### src/hdl/mbs_pkg.sv
//==========================================================================
// Shared widths and region flag encoding for the MBS CPU data path.
// Addresses are byte addresses; SRAM is addressed by 32-bit word.
// A region granule is the top RGN_ADR_W address bits (1 MB each).
//==========================================================================

package mbs_pkg;

  //==========================================================================
  // CPU data port
  //==========================================================================
  localparam int ADR_W  = 32;
  localparam int DATA_W = 32;
  localparam int BEN_W  = 4;

  //==========================================================================
  // Region table
  //==========================================================================
  // Granule compare uses address bits 31..20
  localparam int RGN_ADR_W = 12;

  // Word address toward the SRAM controller, bits 19..2
  localparam int SRAM_ADR_W = 18;

  // Flag bits
  localparam int RGN_FLAG_W    = 3;
  localparam int RGN_FLAG_RD   = 0;
  localparam int RGN_FLAG_WR   = 1;
  localparam int RGN_FLAG_USER = 2;

  // Read, write and user permission of one region
  typedef logic [RGN_FLAG_W-1:0] rgn_flags_t;

endpackage

### src/hdl/art_lookup.sv
//==========================================================================
// Address region table lookup, two register stages.
// Entry 0 is a fixed single-granule window with full read/write access.
// Among programmable regions the lowest index wins on overlap.
// Region bounds are inclusive and must be stable while accesses run.
//==========================================================================

`timescale 1ns/1ps

module art_lookup #(
  parameter int NUM_REGIONS = 4
) (
  input  logic                           clk_cpu,
  input  logic                           rst_cpu,

  // CPU data access
  input  logic [mbs_pkg::ADR_W-1:0]      i_cpu_dadr,
  input  logic                           i_cpu_dstrobe,
  input  logic                           i_cpu_dwr,
  input  logic [mbs_pkg::BEN_W-1:0]      i_cpu_dben,
  input  logic [mbs_pkg::DATA_W-1:0]     i_cpu_dwdata,

  // Region table
  input  logic [mbs_pkg::RGN_ADR_W-1:0]  i_ctl_entry0_base,
  input  logic                           i_ctl_entry0_u_flag,
  input  logic [mbs_pkg::RGN_ADR_W-1:0]  i_ctl_rgn_base  [NUM_REGIONS],
  input  logic [mbs_pkg::RGN_ADR_W-1:0]  i_ctl_rgn_end   [NUM_REGIONS],
  input  mbs_pkg::rgn_flags_t            i_ctl_rgn_flags [NUM_REGIONS],
  input  logic [NUM_REGIONS-1:0]         i_ctl_rgn_valid,

  // Looked-up access toward the permission check
  output logic                           o_valid,
  output logic                           o_hit,
  output mbs_pkg::rgn_flags_t            o_flags,
  output logic [mbs_pkg::ADR_W-1:0]      o_adr,
  output logic                           o_wr,
  output logic [mbs_pkg::BEN_W-1:0]      o_ben,
  output logic [mbs_pkg::DATA_W-1:0]     o_wdata
);

  import mbs_pkg::*;

  logic                  s1_valid;
  logic [ADR_W-1:0]      s1_adr;
  logic                  s1_wr;
  logic [BEN_W-1:0]      s1_ben;
  logic [DATA_W-1:0]     s1_wdata;
  logic [RGN_ADR_W-1:0]  s1_granule;
  logic                  hit_d;
  rgn_flags_t            flags_d;

  //==========================================================================
  // Stage 1: capture the strobed access
  //==========================================================================
  always_ff @(posedge clk_cpu) begin
    if (rst_cpu) begin
      s1_valid <= 1'b0;
    end else begin
      s1_valid <= i_cpu_dstrobe;
    end
  end

  always_ff @(posedge clk_cpu) begin
    if (i_cpu_dstrobe) begin
      s1_adr   <= i_cpu_dadr;
      s1_wr    <= i_cpu_dwr;
      s1_ben   <= i_cpu_dben;
      s1_wdata <= i_cpu_dwdata;
    end
  end

  assign s1_granule = s1_adr[ADR_W-1 -: RGN_ADR_W];

  //==========================================================================
  // Stage 2: region match
  //==========================================================================
  always_comb begin
    hit_d   = 1'b0;
    flags_d = '0;
    if (s1_granule == i_ctl_entry0_base) begin
      hit_d                  = 1'b1;
      flags_d[RGN_FLAG_RD]   = 1'b1;
      flags_d[RGN_FLAG_WR]   = 1'b1;
      flags_d[RGN_FLAG_USER] = i_ctl_entry0_u_flag;
    end else begin
      // Walk downwards so the lowest matching index is assigned last
      for (int i = NUM_REGIONS - 1; i >= 0; i--) begin
        if (i_ctl_rgn_valid[i] &&
            (s1_granule >= i_ctl_rgn_base[i]) &&
            (s1_granule <= i_ctl_rgn_end[i])) begin
          hit_d   = 1'b1;
          flags_d = i_ctl_rgn_flags[i];
        end
      end
    end
  end

  always_ff @(posedge clk_cpu) begin
    if (rst_cpu) begin
      o_valid <= 1'b0;
    end else begin
      o_valid <= s1_valid;
    end
  end

  always_ff @(posedge clk_cpu) begin
    if (s1_valid) begin
      o_hit   <= hit_d;
      o_flags <= flags_d;
      o_adr   <= s1_adr;
      o_wr    <= s1_wr;
      o_ben   <= s1_ben;
      o_wdata <= s1_wdata;
    end
  end

endmodule

### src/hdl/art_perm_check.sv
//==========================================================================
// Permission check and SRAM request issue, one register stage.
// Miss and permission faults are sticky until the controller acks;
// a fault in the same cycle as the ack keeps the flag set.
// The SRAM controller is assumed never to stall a request.
//==========================================================================

`timescale 1ns/1ps

module art_perm_check (
  input  logic                            clk_cpu,
  input  logic                            rst_cpu,

  // Looked-up access
  input  logic                            i_valid,
  input  logic                            i_hit,
  input  mbs_pkg::rgn_flags_t             i_flags,
  input  logic [mbs_pkg::ADR_W-1:0]       i_adr,
  input  logic                            i_wr,
  input  logic [mbs_pkg::BEN_W-1:0]       i_ben,
  input  logic [mbs_pkg::DATA_W-1:0]      i_wdata,

  // Controller
  input  logic                            i_privileged,
  input  logic                            i_fault_ack,
  output logic                            o_miss_fault,
  output logic                            o_perm_fault,

  // SRAM controller request
  output logic [mbs_pkg::SRAM_ADR_W-1:0]  o_sctl_req_adr,
  output logic                            o_sctl_req_we,
  output logic [mbs_pkg::DATA_W-1:0]      o_sctl_req_wdata,
  output logic [mbs_pkg::BEN_W-1:0]       o_sctl_req_be,
  output logic                            o_sctl_req_valid,

  // One-cycle fault indication toward the CPU response
  output logic                            o_fault_pulse
);

  import mbs_pkg::*;

  logic refused;
  logic miss_evt;
  logic perm_evt;

  // Any one missing permission refuses the access
  assign refused = (i_wr  & ~i_flags[RGN_FLAG_WR]) |
                   (~i_wr & ~i_flags[RGN_FLAG_RD]) |
                   (~i_privileged & ~i_flags[RGN_FLAG_USER]);

  assign miss_evt = i_valid & ~i_hit;
  assign perm_evt = i_valid & i_hit & refused;

  //==========================================================================
  // Stage 3: decision
  //==========================================================================
  always_ff @(posedge clk_cpu) begin
    if (rst_cpu) begin
      o_sctl_req_valid <= 1'b0;
      o_fault_pulse    <= 1'b0;
      o_miss_fault     <= 1'b0;
      o_perm_fault     <= 1'b0;
    end else begin
      o_sctl_req_valid <= i_valid & i_hit & ~refused;
      o_fault_pulse    <= miss_evt | perm_evt;

      // New fault takes priority over the ack
      if (miss_evt) begin
        o_miss_fault <= 1'b1;
      end else if (i_fault_ack) begin
        o_miss_fault <= 1'b0;
      end

      if (perm_evt) begin
        o_perm_fault <= 1'b1;
      end else if (i_fault_ack) begin
        o_perm_fault <= 1'b0;
      end
    end
  end

  // Request fields, qualified by o_sctl_req_valid
  always_ff @(posedge clk_cpu) begin
    if (i_valid) begin
      o_sctl_req_adr   <= i_adr[SRAM_ADR_W+1:2];
      o_sctl_req_we    <= i_wr;
      o_sctl_req_wdata <= i_wdata;
      o_sctl_req_be    <= i_ben;
    end
  end

endmodule

### src/hdl/lmb_resp.sv
//==========================================================================
// CPU data port response. Writes and faults complete in the issue cycle,
// reads one cycle after the SRAM answers. Only one access is in flight.
//==========================================================================

`timescale 1ns/1ps

module lmb_resp (
  input  logic                         clk_cpu,
  input  logic                         rst_cpu,

  // From the permission check
  input  logic                         i_req_valid,
  input  logic                         i_req_we,
  input  logic                         i_fault_pulse,

  // SRAM controller response
  input  logic [mbs_pkg::DATA_W-1:0]   i_sctl_resp_rdata,
  input  logic                         i_sctl_resp_valid,

  // CPU data port
  output logic [mbs_pkg::DATA_W-1:0]   o_cpu_drdata,
  output logic                         o_cpu_dready
);

  import mbs_pkg::*;

  logic              rd_pend;
  logic              rd_ret_q;
  logic [DATA_W-1:0] rdata_q;

  // Read outstanding at the SRAM
  always_ff @(posedge clk_cpu) begin
    if (rst_cpu) begin
      rd_pend  <= 1'b0;
      rd_ret_q <= 1'b0;
    end else begin
      if (i_req_valid && !i_req_we) begin
        rd_pend <= 1'b1;
      end else if (i_sctl_resp_valid) begin
        rd_pend <= 1'b0;
      end
      rd_ret_q <= i_sctl_resp_valid & rd_pend;
    end
  end

  // Zero unless a read is returning
  always_ff @(posedge clk_cpu) begin
    rdata_q <= (i_sctl_resp_valid && rd_pend) ? i_sctl_resp_rdata : '0;
  end

  assign o_cpu_drdata = rdata_q;
  assign o_cpu_dready = (i_req_valid & i_req_we) | i_fault_pulse | rd_ret_q;

endmodule

### src/hdl/mbs_dpath.sv
//==========================================================================
// MBS CPU data path: region lookup, permission check, CPU response.
// Single clock domain. The CPU waits for o_cpu_dready between accesses.
// Region table inputs are static levels from the controller.
//==========================================================================

`timescale 1ns/1ps

module mbs_dpath #(
  parameter int NUM_REGIONS = 4
) (
  input  logic                            clk_cpu,
  input  logic                            rst_cpu,

  // CPU data port
  input  logic [mbs_pkg::ADR_W-1:0]       i_cpu_dadr,
  input  logic                            i_cpu_dstrobe,
  input  logic                            i_cpu_dwr,
  input  logic [mbs_pkg::BEN_W-1:0]       i_cpu_dben,
  input  logic [mbs_pkg::DATA_W-1:0]      i_cpu_dwdata,
  output logic [mbs_pkg::DATA_W-1:0]      o_cpu_drdata,
  output logic                            o_cpu_dready,

  // Controller
  input  logic [mbs_pkg::RGN_ADR_W-1:0]   i_ctl_entry0_base,
  input  logic                            i_ctl_entry0_u_flag,
  input  logic [mbs_pkg::RGN_ADR_W-1:0]   i_ctl_rgn_base  [NUM_REGIONS],
  input  logic [mbs_pkg::RGN_ADR_W-1:0]   i_ctl_rgn_end   [NUM_REGIONS],
  input  mbs_pkg::rgn_flags_t             i_ctl_rgn_flags [NUM_REGIONS],
  input  logic [NUM_REGIONS-1:0]          i_ctl_rgn_valid,
  input  logic                            i_ctl_privileged,
  input  logic                            i_ctl_fault_ack,
  output logic                            o_ctl_miss_fault,
  output logic                            o_ctl_perm_fault,

  // SRAM controller
  output logic [mbs_pkg::SRAM_ADR_W-1:0]  o_sctl_req_adr,
  output logic                            o_sctl_req_we,
  output logic [mbs_pkg::DATA_W-1:0]      o_sctl_req_wdata,
  output logic [mbs_pkg::BEN_W-1:0]       o_sctl_req_be,
  output logic                            o_sctl_req_valid,
  input  logic [mbs_pkg::DATA_W-1:0]      i_sctl_resp_rdata,
  input  logic                            i_sctl_resp_valid
);

  import mbs_pkg::*;

  // Lookup to permission check
  logic              lk_valid;
  logic              lk_hit;
  rgn_flags_t        lk_flags;
  logic [ADR_W-1:0]  lk_adr;
  logic              lk_wr;
  logic [BEN_W-1:0]  lk_ben;
  logic [DATA_W-1:0] lk_wdata;

  // Permission check to CPU response
  logic              pc_fault_pulse;

  //==========================================================================
  // Stages
  //==========================================================================
  art_lookup #(
    .NUM_REGIONS         (NUM_REGIONS)
  ) u_art_lookup (
    .clk_cpu             (clk_cpu),
    .rst_cpu             (rst_cpu),
    .i_cpu_dadr          (i_cpu_dadr),
    .i_cpu_dstrobe       (i_cpu_dstrobe),
    .i_cpu_dwr           (i_cpu_dwr),
    .i_cpu_dben          (i_cpu_dben),
    .i_cpu_dwdata        (i_cpu_dwdata),
    .i_ctl_entry0_base   (i_ctl_entry0_base),
    .i_ctl_entry0_u_flag (i_ctl_entry0_u_flag),
    .i_ctl_rgn_base      (i_ctl_rgn_base),
    .i_ctl_rgn_end       (i_ctl_rgn_end),
    .i_ctl_rgn_flags     (i_ctl_rgn_flags),
    .i_ctl_rgn_valid     (i_ctl_rgn_valid),
    .o_valid             (lk_valid),
    .o_hit               (lk_hit),
    .o_flags             (lk_flags),
    .o_adr               (lk_adr),
    .o_wr                (lk_wr),
    .o_ben               (lk_ben),
    .o_wdata             (lk_wdata)
  );

  art_perm_check u_art_perm_check (
    .clk_cpu             (clk_cpu),
    .rst_cpu             (rst_cpu),
    .i_valid             (lk_valid),
    .i_hit               (lk_hit),
    .i_flags             (lk_flags),
    .i_adr               (lk_adr),
    .i_wr                (lk_wr),
    .i_ben               (lk_ben),
    .i_wdata             (lk_wdata),
    .i_privileged        (i_ctl_privileged),
    .i_fault_ack         (i_ctl_fault_ack),
    .o_miss_fault        (o_ctl_miss_fault),
    .o_perm_fault        (o_ctl_perm_fault),
    .o_sctl_req_adr      (o_sctl_req_adr),
    .o_sctl_req_we       (o_sctl_req_we),
    .o_sctl_req_wdata    (o_sctl_req_wdata),
    .o_sctl_req_be       (o_sctl_req_be),
    .o_sctl_req_valid    (o_sctl_req_valid),
    .o_fault_pulse       (pc_fault_pulse)
  );

  lmb_resp u_lmb_resp (
    .clk_cpu             (clk_cpu),
    .rst_cpu             (rst_cpu),
    .i_req_valid         (o_sctl_req_valid),
    .i_req_we            (o_sctl_req_we),
    .i_fault_pulse       (pc_fault_pulse),
    .i_sctl_resp_rdata   (i_sctl_resp_rdata),
    .i_sctl_resp_valid   (i_sctl_resp_valid),
    .o_cpu_drdata        (o_cpu_drdata),
    .o_cpu_dready        (o_cpu_dready)
  );

endmodule

### config.mk
export PLATFORM = sky130hd
export DESIGN_NAME = mbs_dpath
export DESIGN_NICKNAME = d
export VERILOG_FILES = /design/src/hdl/mbs_pkg.sv /design/src/hdl/art_lookup.sv /design/src/hdl/art_perm_check.sv /design/src/hdl/lmb_resp.sv /design/src/hdl/mbs_dpath.sv
export SDC_FILE = /design/constraint.sdc
export NUM_CORES = 1
export LEC_CHECK = 0
export ABC_AREA = 1
export BUFFER_PORTS_ARGS = -buffer_cell sky130_fd_sc_hd__buf_4
export CORE_ASPECT_RATIO = 0.7
export CORE_MARGIN = 2
export CORE_UTILIZATION = 30
export DETAILED_ROUTE_END_ITERATION = 6
export PLACE_DENSITY = 0.6
export SLEW_MARGIN = 25
export SYNTH_ARGS = -nofsm -noshare
export SYNTH_HDL_FRONTEND = slang
export SYNTH_SLANG_ARGS = --single-unit
### constraint.sdc
create_clock -name clk_cpu -period 5.7 [get_ports clk_cpu]
set_input_delay 0.285 -clock clk_cpu [delete_from_list [all_inputs] [get_ports clk_cpu]]
set_output_delay 0.285 -clock clk_cpu [all_outputs]
set_load 0.02 [all_outputs]
==> results of run 1 <==
## critical path: cells and delay by family, from the launching register on
kind | cells | cell delay (ns)
DFF | 1 | 0.74
and+or+nand+nor | 11 | 1.00
adders and majority gates | 1 | 0.34
## layer usage
metal	track usage, %	part of all wire [%]	vias up
met5	0.2899	0	-
met4	4.175	2.2	0
met3	4.279	6.9	31
met2	25.15	46	202
met1	19.20	44	3146
li1	-	-	3520
## layout make-up
cell class / instances / area (um2)
clock buffers: 25 / 583.1
well taps: 420 / 525.5
fillers: 2860 / 16990
multi-input cells: 400 / 2653
diodes: 4 / 10.01
inverters: 169 / 634.4
flip-flops and latches: 221 / 6238
repair buffers: 419 / 3388
clock inverters: 17 / 190.2
## power by group through the flow
| stage | sequential (W) | combinational (W) | clock (W) |
|---|---|---|---|
| 3_5_place_dp | 0.00193 | 0.000430 | 0 |
| 2_1_floorplan | 0.00193 | 0.000196 | 0 |
| 3_3_place_gp | 0.00193 | 0.000419 | 0 |
| 6_report | 0.00190 | 0.000483 | 0.00153 |
| 5_1_grt | 0.00191 | 0.000547 | 0.00165 |
| 4_1_cts | 0.00190 | 0.000488 | 0.00159 |
## sequential cells by signal (all words and copies together) (netlist names), 3 cells and up
name / count
u_art_lookup.o_adr: 18
u_art_lookup.o_ben: 4
u_art_lookup.o_flags: 3
u_art_lookup.o_wdata: 32
u_art_lookup.s1_adr: 30
u_art_lookup.s1_ben: 4
u_art_lookup.s1_wdata: 32
u_art_perm_check.o_sctl_req_adr: 18
u_art_perm_check.o_sctl_req_be: 4
u_art_perm_check.o_sctl_req_wdata: 32
u_lmb_resp.o_cpu_drdata: 32
## final timing paths
path / start / slack (ns) / to / cells past startpoint
worst max-delay path: u_art_lookup.s1_adr[26] / 3.33 / u_art_lookup.o_flags[0] / 12
worst min-delay path: i_sctl_resp_rdata[16] / 0.04 / u_lmb_resp.o_cpu_drdata[16] / 3
worst max register to register: u_art_lookup.s1_adr[26] / 3.33 / u_art_lookup.o_flags[0] / 12
worst min register to register: u_art_lookup.o_ben[2] / 0.42 / u_art_perm_check.o_sctl_req_be[2] / 0
## metrics by stage
step | cell area, um2 | total power [W]
final | 14220 | 0.003915
after global routing | 14220 | 0.004109
after CTS | 14210 | 0.003975
after detailed placement | 12470 | 0.002364
after global placement | 12470 | 0.002348
after floorplan | 9535 | 0.002130
## cell usage after synthesis
library cell and number:
o221ai_1 1, nand2_1 123, a21oi_2 1, a211o_1 1
nand3b_1 2, nor2b_4 1, nand4_1 12, inv_1 168
nand3_1 20, inv_2 1, ha_1 96, and2_1 2
dfxtp_1 40, o21ai_1 1, nand3_4 1, a21oi_4 1
o21bai_1 4, and2b_1 1, xor2_1 12, nor2_2 5
a21o_1 1, clkbuf_1 4, nor4_1 3, nor2_4 1
nand2_2 2, o21a_1 4, edfxtp_1 181, nor2b_1 1
nor3_1 2, nor2_1 61, and3_1 1, a21oi_1 36
o21ai_0 4
## timing repair
item | CTS | global route
hold buffers | 97 | 0
endpoints found under the hold margin | 102 | 0
setup endpoints to repair | 0 | 0
## cells by family (layout without fill, tap and decap cells)
group | after synthesis | after routing
AND/OR/NAND/NOR | 238 | 238
flip-flops | 221 | 221
buffers and inverters | 173 | 630
adder cells (fa/ha/maj) | 96 | 96
AO/OA/AOI/OAI | 54 | 54
XOR/XNOR | 12 | 12
other | 0 | 4
==> results.md, run 1 <==
* Fin util at 45.56%
* Post-route setup slack at 3.329 ns
* Commonest non-fill, non-tap cell in the layout: buf_4
* # rows at 54
* Dominant cell type by area after synthesis: edfxtp_1
* Syn Std Cell Area at 0.009535 mm2
* Final Critical Period at 2.371 ns
* P_int at 0.002997 W
* Synth Area in Compound Gates at 3.307%
* Core area at 0.03121 mm2
* Most used cell, CP: nand2_1
* Synthesized instance count at 794
* Post-Synth Simple-Gate Area at 10.79%
* Critical path startpoint category: flip-flop
* Dpl ws at 3.326 ns
* Crit-path slowest cell: edfxtp_1
* Cell variety after synth at 33
* Initial core utilization at 30.55%
* Power Density at 275.3 mW/mm2
* Max-Cap Viols at 0
* Routed wire per std cell at 15.27 um
* Required @ worst endpoint at 5.95 ns
* Root buffer cell: clkbuf_16
* Die H at 153.2 um
* Initial antenna violation count at 4
* Peak supply drop at 0.2755 mV
* Aggregate global routing overflow at 0
* XOR/XNOR share of the synthesized area at 1.102%
* Clock Pin Slew Worst Setup and Hold Paths at 0.08 ns
* Leak pwr at 6.700 nW
* Die W at 217.1 um
* H-Tree Depth at 1
* Routability cong. at 0.8432
* Syn avg cell area at 12.01 um2
* Post-synthesis mux area share at 0%
* HP Class: in -> reg
* Vias per inst at 4.119
* Hold WS at 0.03509 ns
* Skew final at 0.01949 ns
* Status: finished, final reports clean
* Worst-path fanout max at 9
* Largest stage delay, worst path at 0.74 ns
* Skew-Pair Late Insertion Delay at 0.52 ns
* RSZ-0062 raised after global routing: false
* Adder-cell share of the synthesized area at 12.60%
* Share of cells above drive strength 1 at 30.06%
* Clk buf depth at 3
* Sequence of cells on the critical path: ha_1 -> nand2_1 -> nor2_1 -> and2_1 -> nand2_1 -> nand3_1 -> nand2_1 -> nand2_2 -> nand3_1 -> nand3_1 -> nand2_1 -> nand2_1
* Postcts setup bufs at 0
* Global-route usage over all layers at 15.10%
* Largest net degree at the start of global routing at 69
* Fraction of the cycle the final worst path needs at 41.60%
* Final Max Tran Viols at 0
* First-pass GRT wire length at 38,470 um
* Total negative slack at 0 ns
* Setup CP Type: reg -> reg
* Clock group share of total power at 39.2%
* Sequential share of power at 48.5%
* Vias at 6,899
* DRT iter0 DRCs at 253
* Warnings, synthesis at 0
* Synth area leaders: edfxtp_1, ha_1, dfxtp_1, inv_1, nand2_1
* WP data arrival at 2.62 ns
* Slew @ Worst Pin at 0.9939 ns
* Crit. End Element: flip-flop
* Synthesized Nets at 1,122
* Post-layout net count at 1,562
* Drt total wl at 25,570 um
* Die area at 0.03325 mm2
* Post-Layout Cell Count at 1,675
* Seq/Total Area, Yosys at 65.40%
* CTS tree: built
* Remaining antenna violation count at 0
* Drt drc at 0
* Switching share of power at 23.47%
* PortBufs at 320
* Final Setup Violations at 0
* First-pass DRT Iterations at 5
* FMAX at 421.7 MHz
* Commonest non-fill, non-tap cells in the layout: buf_4, edfxtp_1, inv_1
* Share of the synthesized area in the top cell type at 57.00%
* CTS sink count at 221
* Area grow syn2layout at 49.15%
* Post-DP HPWL at 18,630 um
* Hold Vio Cnt, Final at 0
* Largest family of logic cells by synthesized area: adder cells
* Post-CTS Resized at 0
* Max_slew headroom at 33.74%
* Vias in the first global route at 7,149
* Post-Place Cells at 1,532
* Switching power at 0.0009188 W
* FF+latch count, synth at 221
* CTS Buf Count at 23
* # IOs at 323
* Gate power share at 12.3%
Note: power is estimated with default switching activity, not from simulation.
==> inputs of run 2 (changes only) <==
==> constraint.sdc (replaced) <==
create_clock -name clk_cpu -period 2.5 [get_ports clk_cpu]
set_input_delay 0.125 -clock clk_cpu [delete_from_list [all_inputs] [get_ports clk_cpu]]
set_output_delay 0.125 -clock clk_cpu [all_outputs]
set_load 0.02 [all_outputs]
==> results.md, run 2 (synthesis results as in run 1) <==
* Fraction of the cycle the final worst path needs at 93.12% (was 41.60%)
* Drt drc at 0 (unchanged)
* Initial core utilization at 30.55% (unchanged)
* R2r startpoint: u_art_lookup.s1_adr[21] (was u_art_lookup.s1_adr[26])
* FF-to-FF path depth at 14 (was 12)
* Clock Pin Slew Worst Setup and Hold Paths at 0.07 ns (was 0.08 ns)
* Hold WS at 0.01807 ns (was 0.03509 ns)
* WP data arrival at 2.61 ns (was 2.62 ns)
* Post-route setup slack at 0.1721 ns (was 3.329 ns)
* Routed wire per std cell at 15.20 um (was 15.27 um)
* Vias per inst at 4.145 (was 4.119)
* Max-Cap Viols at 0 (unchanged)
* Setup CP Type: reg -> reg (unchanged)
* Largest net degree at the start of global routing at 69 (unchanged)
* PortBufs at 320 (unchanged)
* Vias in the first global route at 7,434 (was 7,149)
* Die H at 153.2 um (unchanged)
* Total negative slack at 0 ns (unchanged)
* Final Setup Violations at 0 (unchanged)
* Register Area at 0.006238 mm2 (unchanged)
* Critical path startpoint category: flip-flop (unchanged)
* # IOs at 323 (unchanged)
* Overall Power at 0.009271 W (was 0.003915 W)
* Commonest non-fill, non-tap cell in the layout: buf_4 (unchanged)
* Skew-Pair Late Insertion Delay at 0.53 ns (was 0.52 ns)
* Status: finished, final reports clean (unchanged)
* Reg2reg end: u_art_lookup.o_flags[2] (was u_art_lookup.o_flags[0])
* # rows at 54 (unchanged)
* CTS sink count at 221 (unchanged)
* Aggregate global routing overflow at 0 (unchanged)
* R2r setup slk at 0.17 ns (was 3.33 ns)
* Die W at 217.1 um (unchanged)
* Global-route usage over all layers at 15.35% (was 15.10%)
* Worst Hold End: u_art_perm_check.o_sctl_req_valid (was u_lmb_resp.o_cpu_drdata[16])
* Hold Vio Cnt, Final at 0 (unchanged)
* Slew @ Worst Pin at 0.9560 ns (was 0.9939 ns)
* Core area at 0.03121 mm2 (unchanged)
* Worst Hold Depth at 3 (unchanged)
* Root buffer cell: clkbuf_16 (unchanged)
* DRT iter0 DRCs at 289 (was 253)
* Vias at 7,047 (was 6,899)
* Cell area after layout at 0.01457 mm2 (was 0.01422 mm2)
* Initial antenna violation count at 3 (was 4)
* Post-layout net count at 1,588 (was 1,562)
* Clk buf depth at 3 (unchanged)
* Hold path startpoint: i_ctl_privileged (was i_sctl_resp_rdata[16])
* Area grow syn2layout at 52.81% (was 49.15%)
* Commonest non-fill, non-tap cells in the layout: buf_4, edfxtp_1, inv_1 (unchanged)
* Final Critical Period at 2.328 ns (was 2.371 ns)
* First-pass DRT Iterations at 5 (unchanged)
* Post-placement cell area at 0.01253 mm2 (was 0.01247 mm2)
* Leak pwr at 6.872 nW (was 6.700 nW)
* Skew final at 0.01345 ns (was 0.01949 ns)
* Final Max Tran Viols at 0 (unchanged)
* CTS tree: built (unchanged)
* CTS Buf Count at 23 (unchanged)
* Remaining antenna violation count at 0 (unchanged)
* FMAX at 429.6 MHz (was 421.7 MHz)
* Max_slew headroom at 36.27% (was 33.74%)
* Fillcell total at 2,820 (was 2,860)
* Drt total wl at 25,840 um (was 25,570 um)
* Required @ worst endpoint at 2.78 ns (was 5.95 ns)
* Worst-path fanout max at 9 (unchanged)
* H-Tree Depth at 1 (unchanged)
* Power Density at 636.3 mW/mm2 (was 275.3 mW/mm2)
* First-pass GRT wire length at 39,540 um (was 38,470 um)
* Post-DP HPWL at 18,740 um (was 18,630 um)
* Dpl ws at 0.1615 ns (was 3.326 ns)
* Share of cells above drive strength 1 at 30.38% (was 30.06%)
* Peak supply drop at 0.6774 mV (was 0.2755 mV)
* Multi-input logic area at 0.002650 mm2 (was 0.002653 mm2)
* Die area at 0.03325 mm2 (unchanged)
* HP Class: in -> reg (unchanged)
* Crit. End Element: flip-flop (unchanged)
* Routability cong. at 0.8625 (was 0.8432)
* RSZ-0062 raised after global routing: false (unchanged)
[run 2: layer usage]
metal	track usage [%]	vias to the layer above	share of wire, %	routed length (um)
met3	4.378	50	7.5	1940
li1	-	3566	-	-
met4	4.599	0	2.7	699
met5	0.2899	-	0	0
met1	19.55	3215	44	11390
met2	25.33	216	46	11810
[run 2: worst max path at each step]
| stage | start | endpoint | slack, ns |
|---|---|---|---|
| finish | u_art_lookup.s1_adr[21] | u_art_lookup.o_flags[2] | 0.17 |
| global route | u_art_lookup.s1_adr[21] | u_art_lookup.o_flags[2] | 0.005 |
| CTS | u_art_lookup.s1_adr[31] | u_art_lookup.o_flags[2] | 0.15 |
| detailed placement | u_art_lookup.s1_adr[31] | u_art_lookup.o_flags[2] | 0.16 |
| global placement | u_art_lookup.s1_adr[27] | u_art_lookup.o_flags[2] | 0.19 |
| floorplan | u_art_lookup.s1_valid | u_art_lookup.o_adr[10] | 0.50 |
[run 2: area by class of cell]
type / count / area share [%]
diodes: 3 / 0.05152
clock buffers: 24 / 4.044
clock inverters: 18 / 1.752
inverters: 169 / 4.353
multi-input cells: 400 / 18.19
flip-flops and latches: 221 / 42.81
well taps: 420 / 3.606
repair buffers: 445 / 25.19
[run 2: report_power, final]
part,internal (W),total [W],leakage (nW),switching (W)
Clock,0.00227,0.00378,0.407,0.00151
Combinational,0.000632,0.00118,4.42,0.000552
Sequential,0.00421,0.00430,2.04,0.0000939
Total,0.00712,0.00927,6.87,0.00216
[run 2: critical path: stages (launching register included)]
cell      delay [ns]
edfxtp_1        0.65
ha_1            0.42
nand2_1         0.06
nand3_1         0.07
nand2_1         0.05
nand2_1         0.14
nand2_2         0.09
a21oi_4         0.19
nand3_1         0.10
nand2_1         0.07
inv_1           0.04
nand2_1         0.05
nand2_1         0.04
nand2_1         0.05
nand2_1         0.05
[run 2: what timing repair did]
item	4_1_cts	5_1_grt
endpoints found under the setup margin	0	3
setup buffers	0	4
hold endpoints to repair	110	0
hold buffers	112	0
gates resized for setup	0	0
[run 2: through the flow]
stage / instances / util, %
after global placement: 1539 / 40.14
after floorplan: 794 / -
after global routing: 1700 / 46.68
after CTS: 1693 / 46.44
after detailed placement: 1539 / 40.14
final: 1700 / 46.68
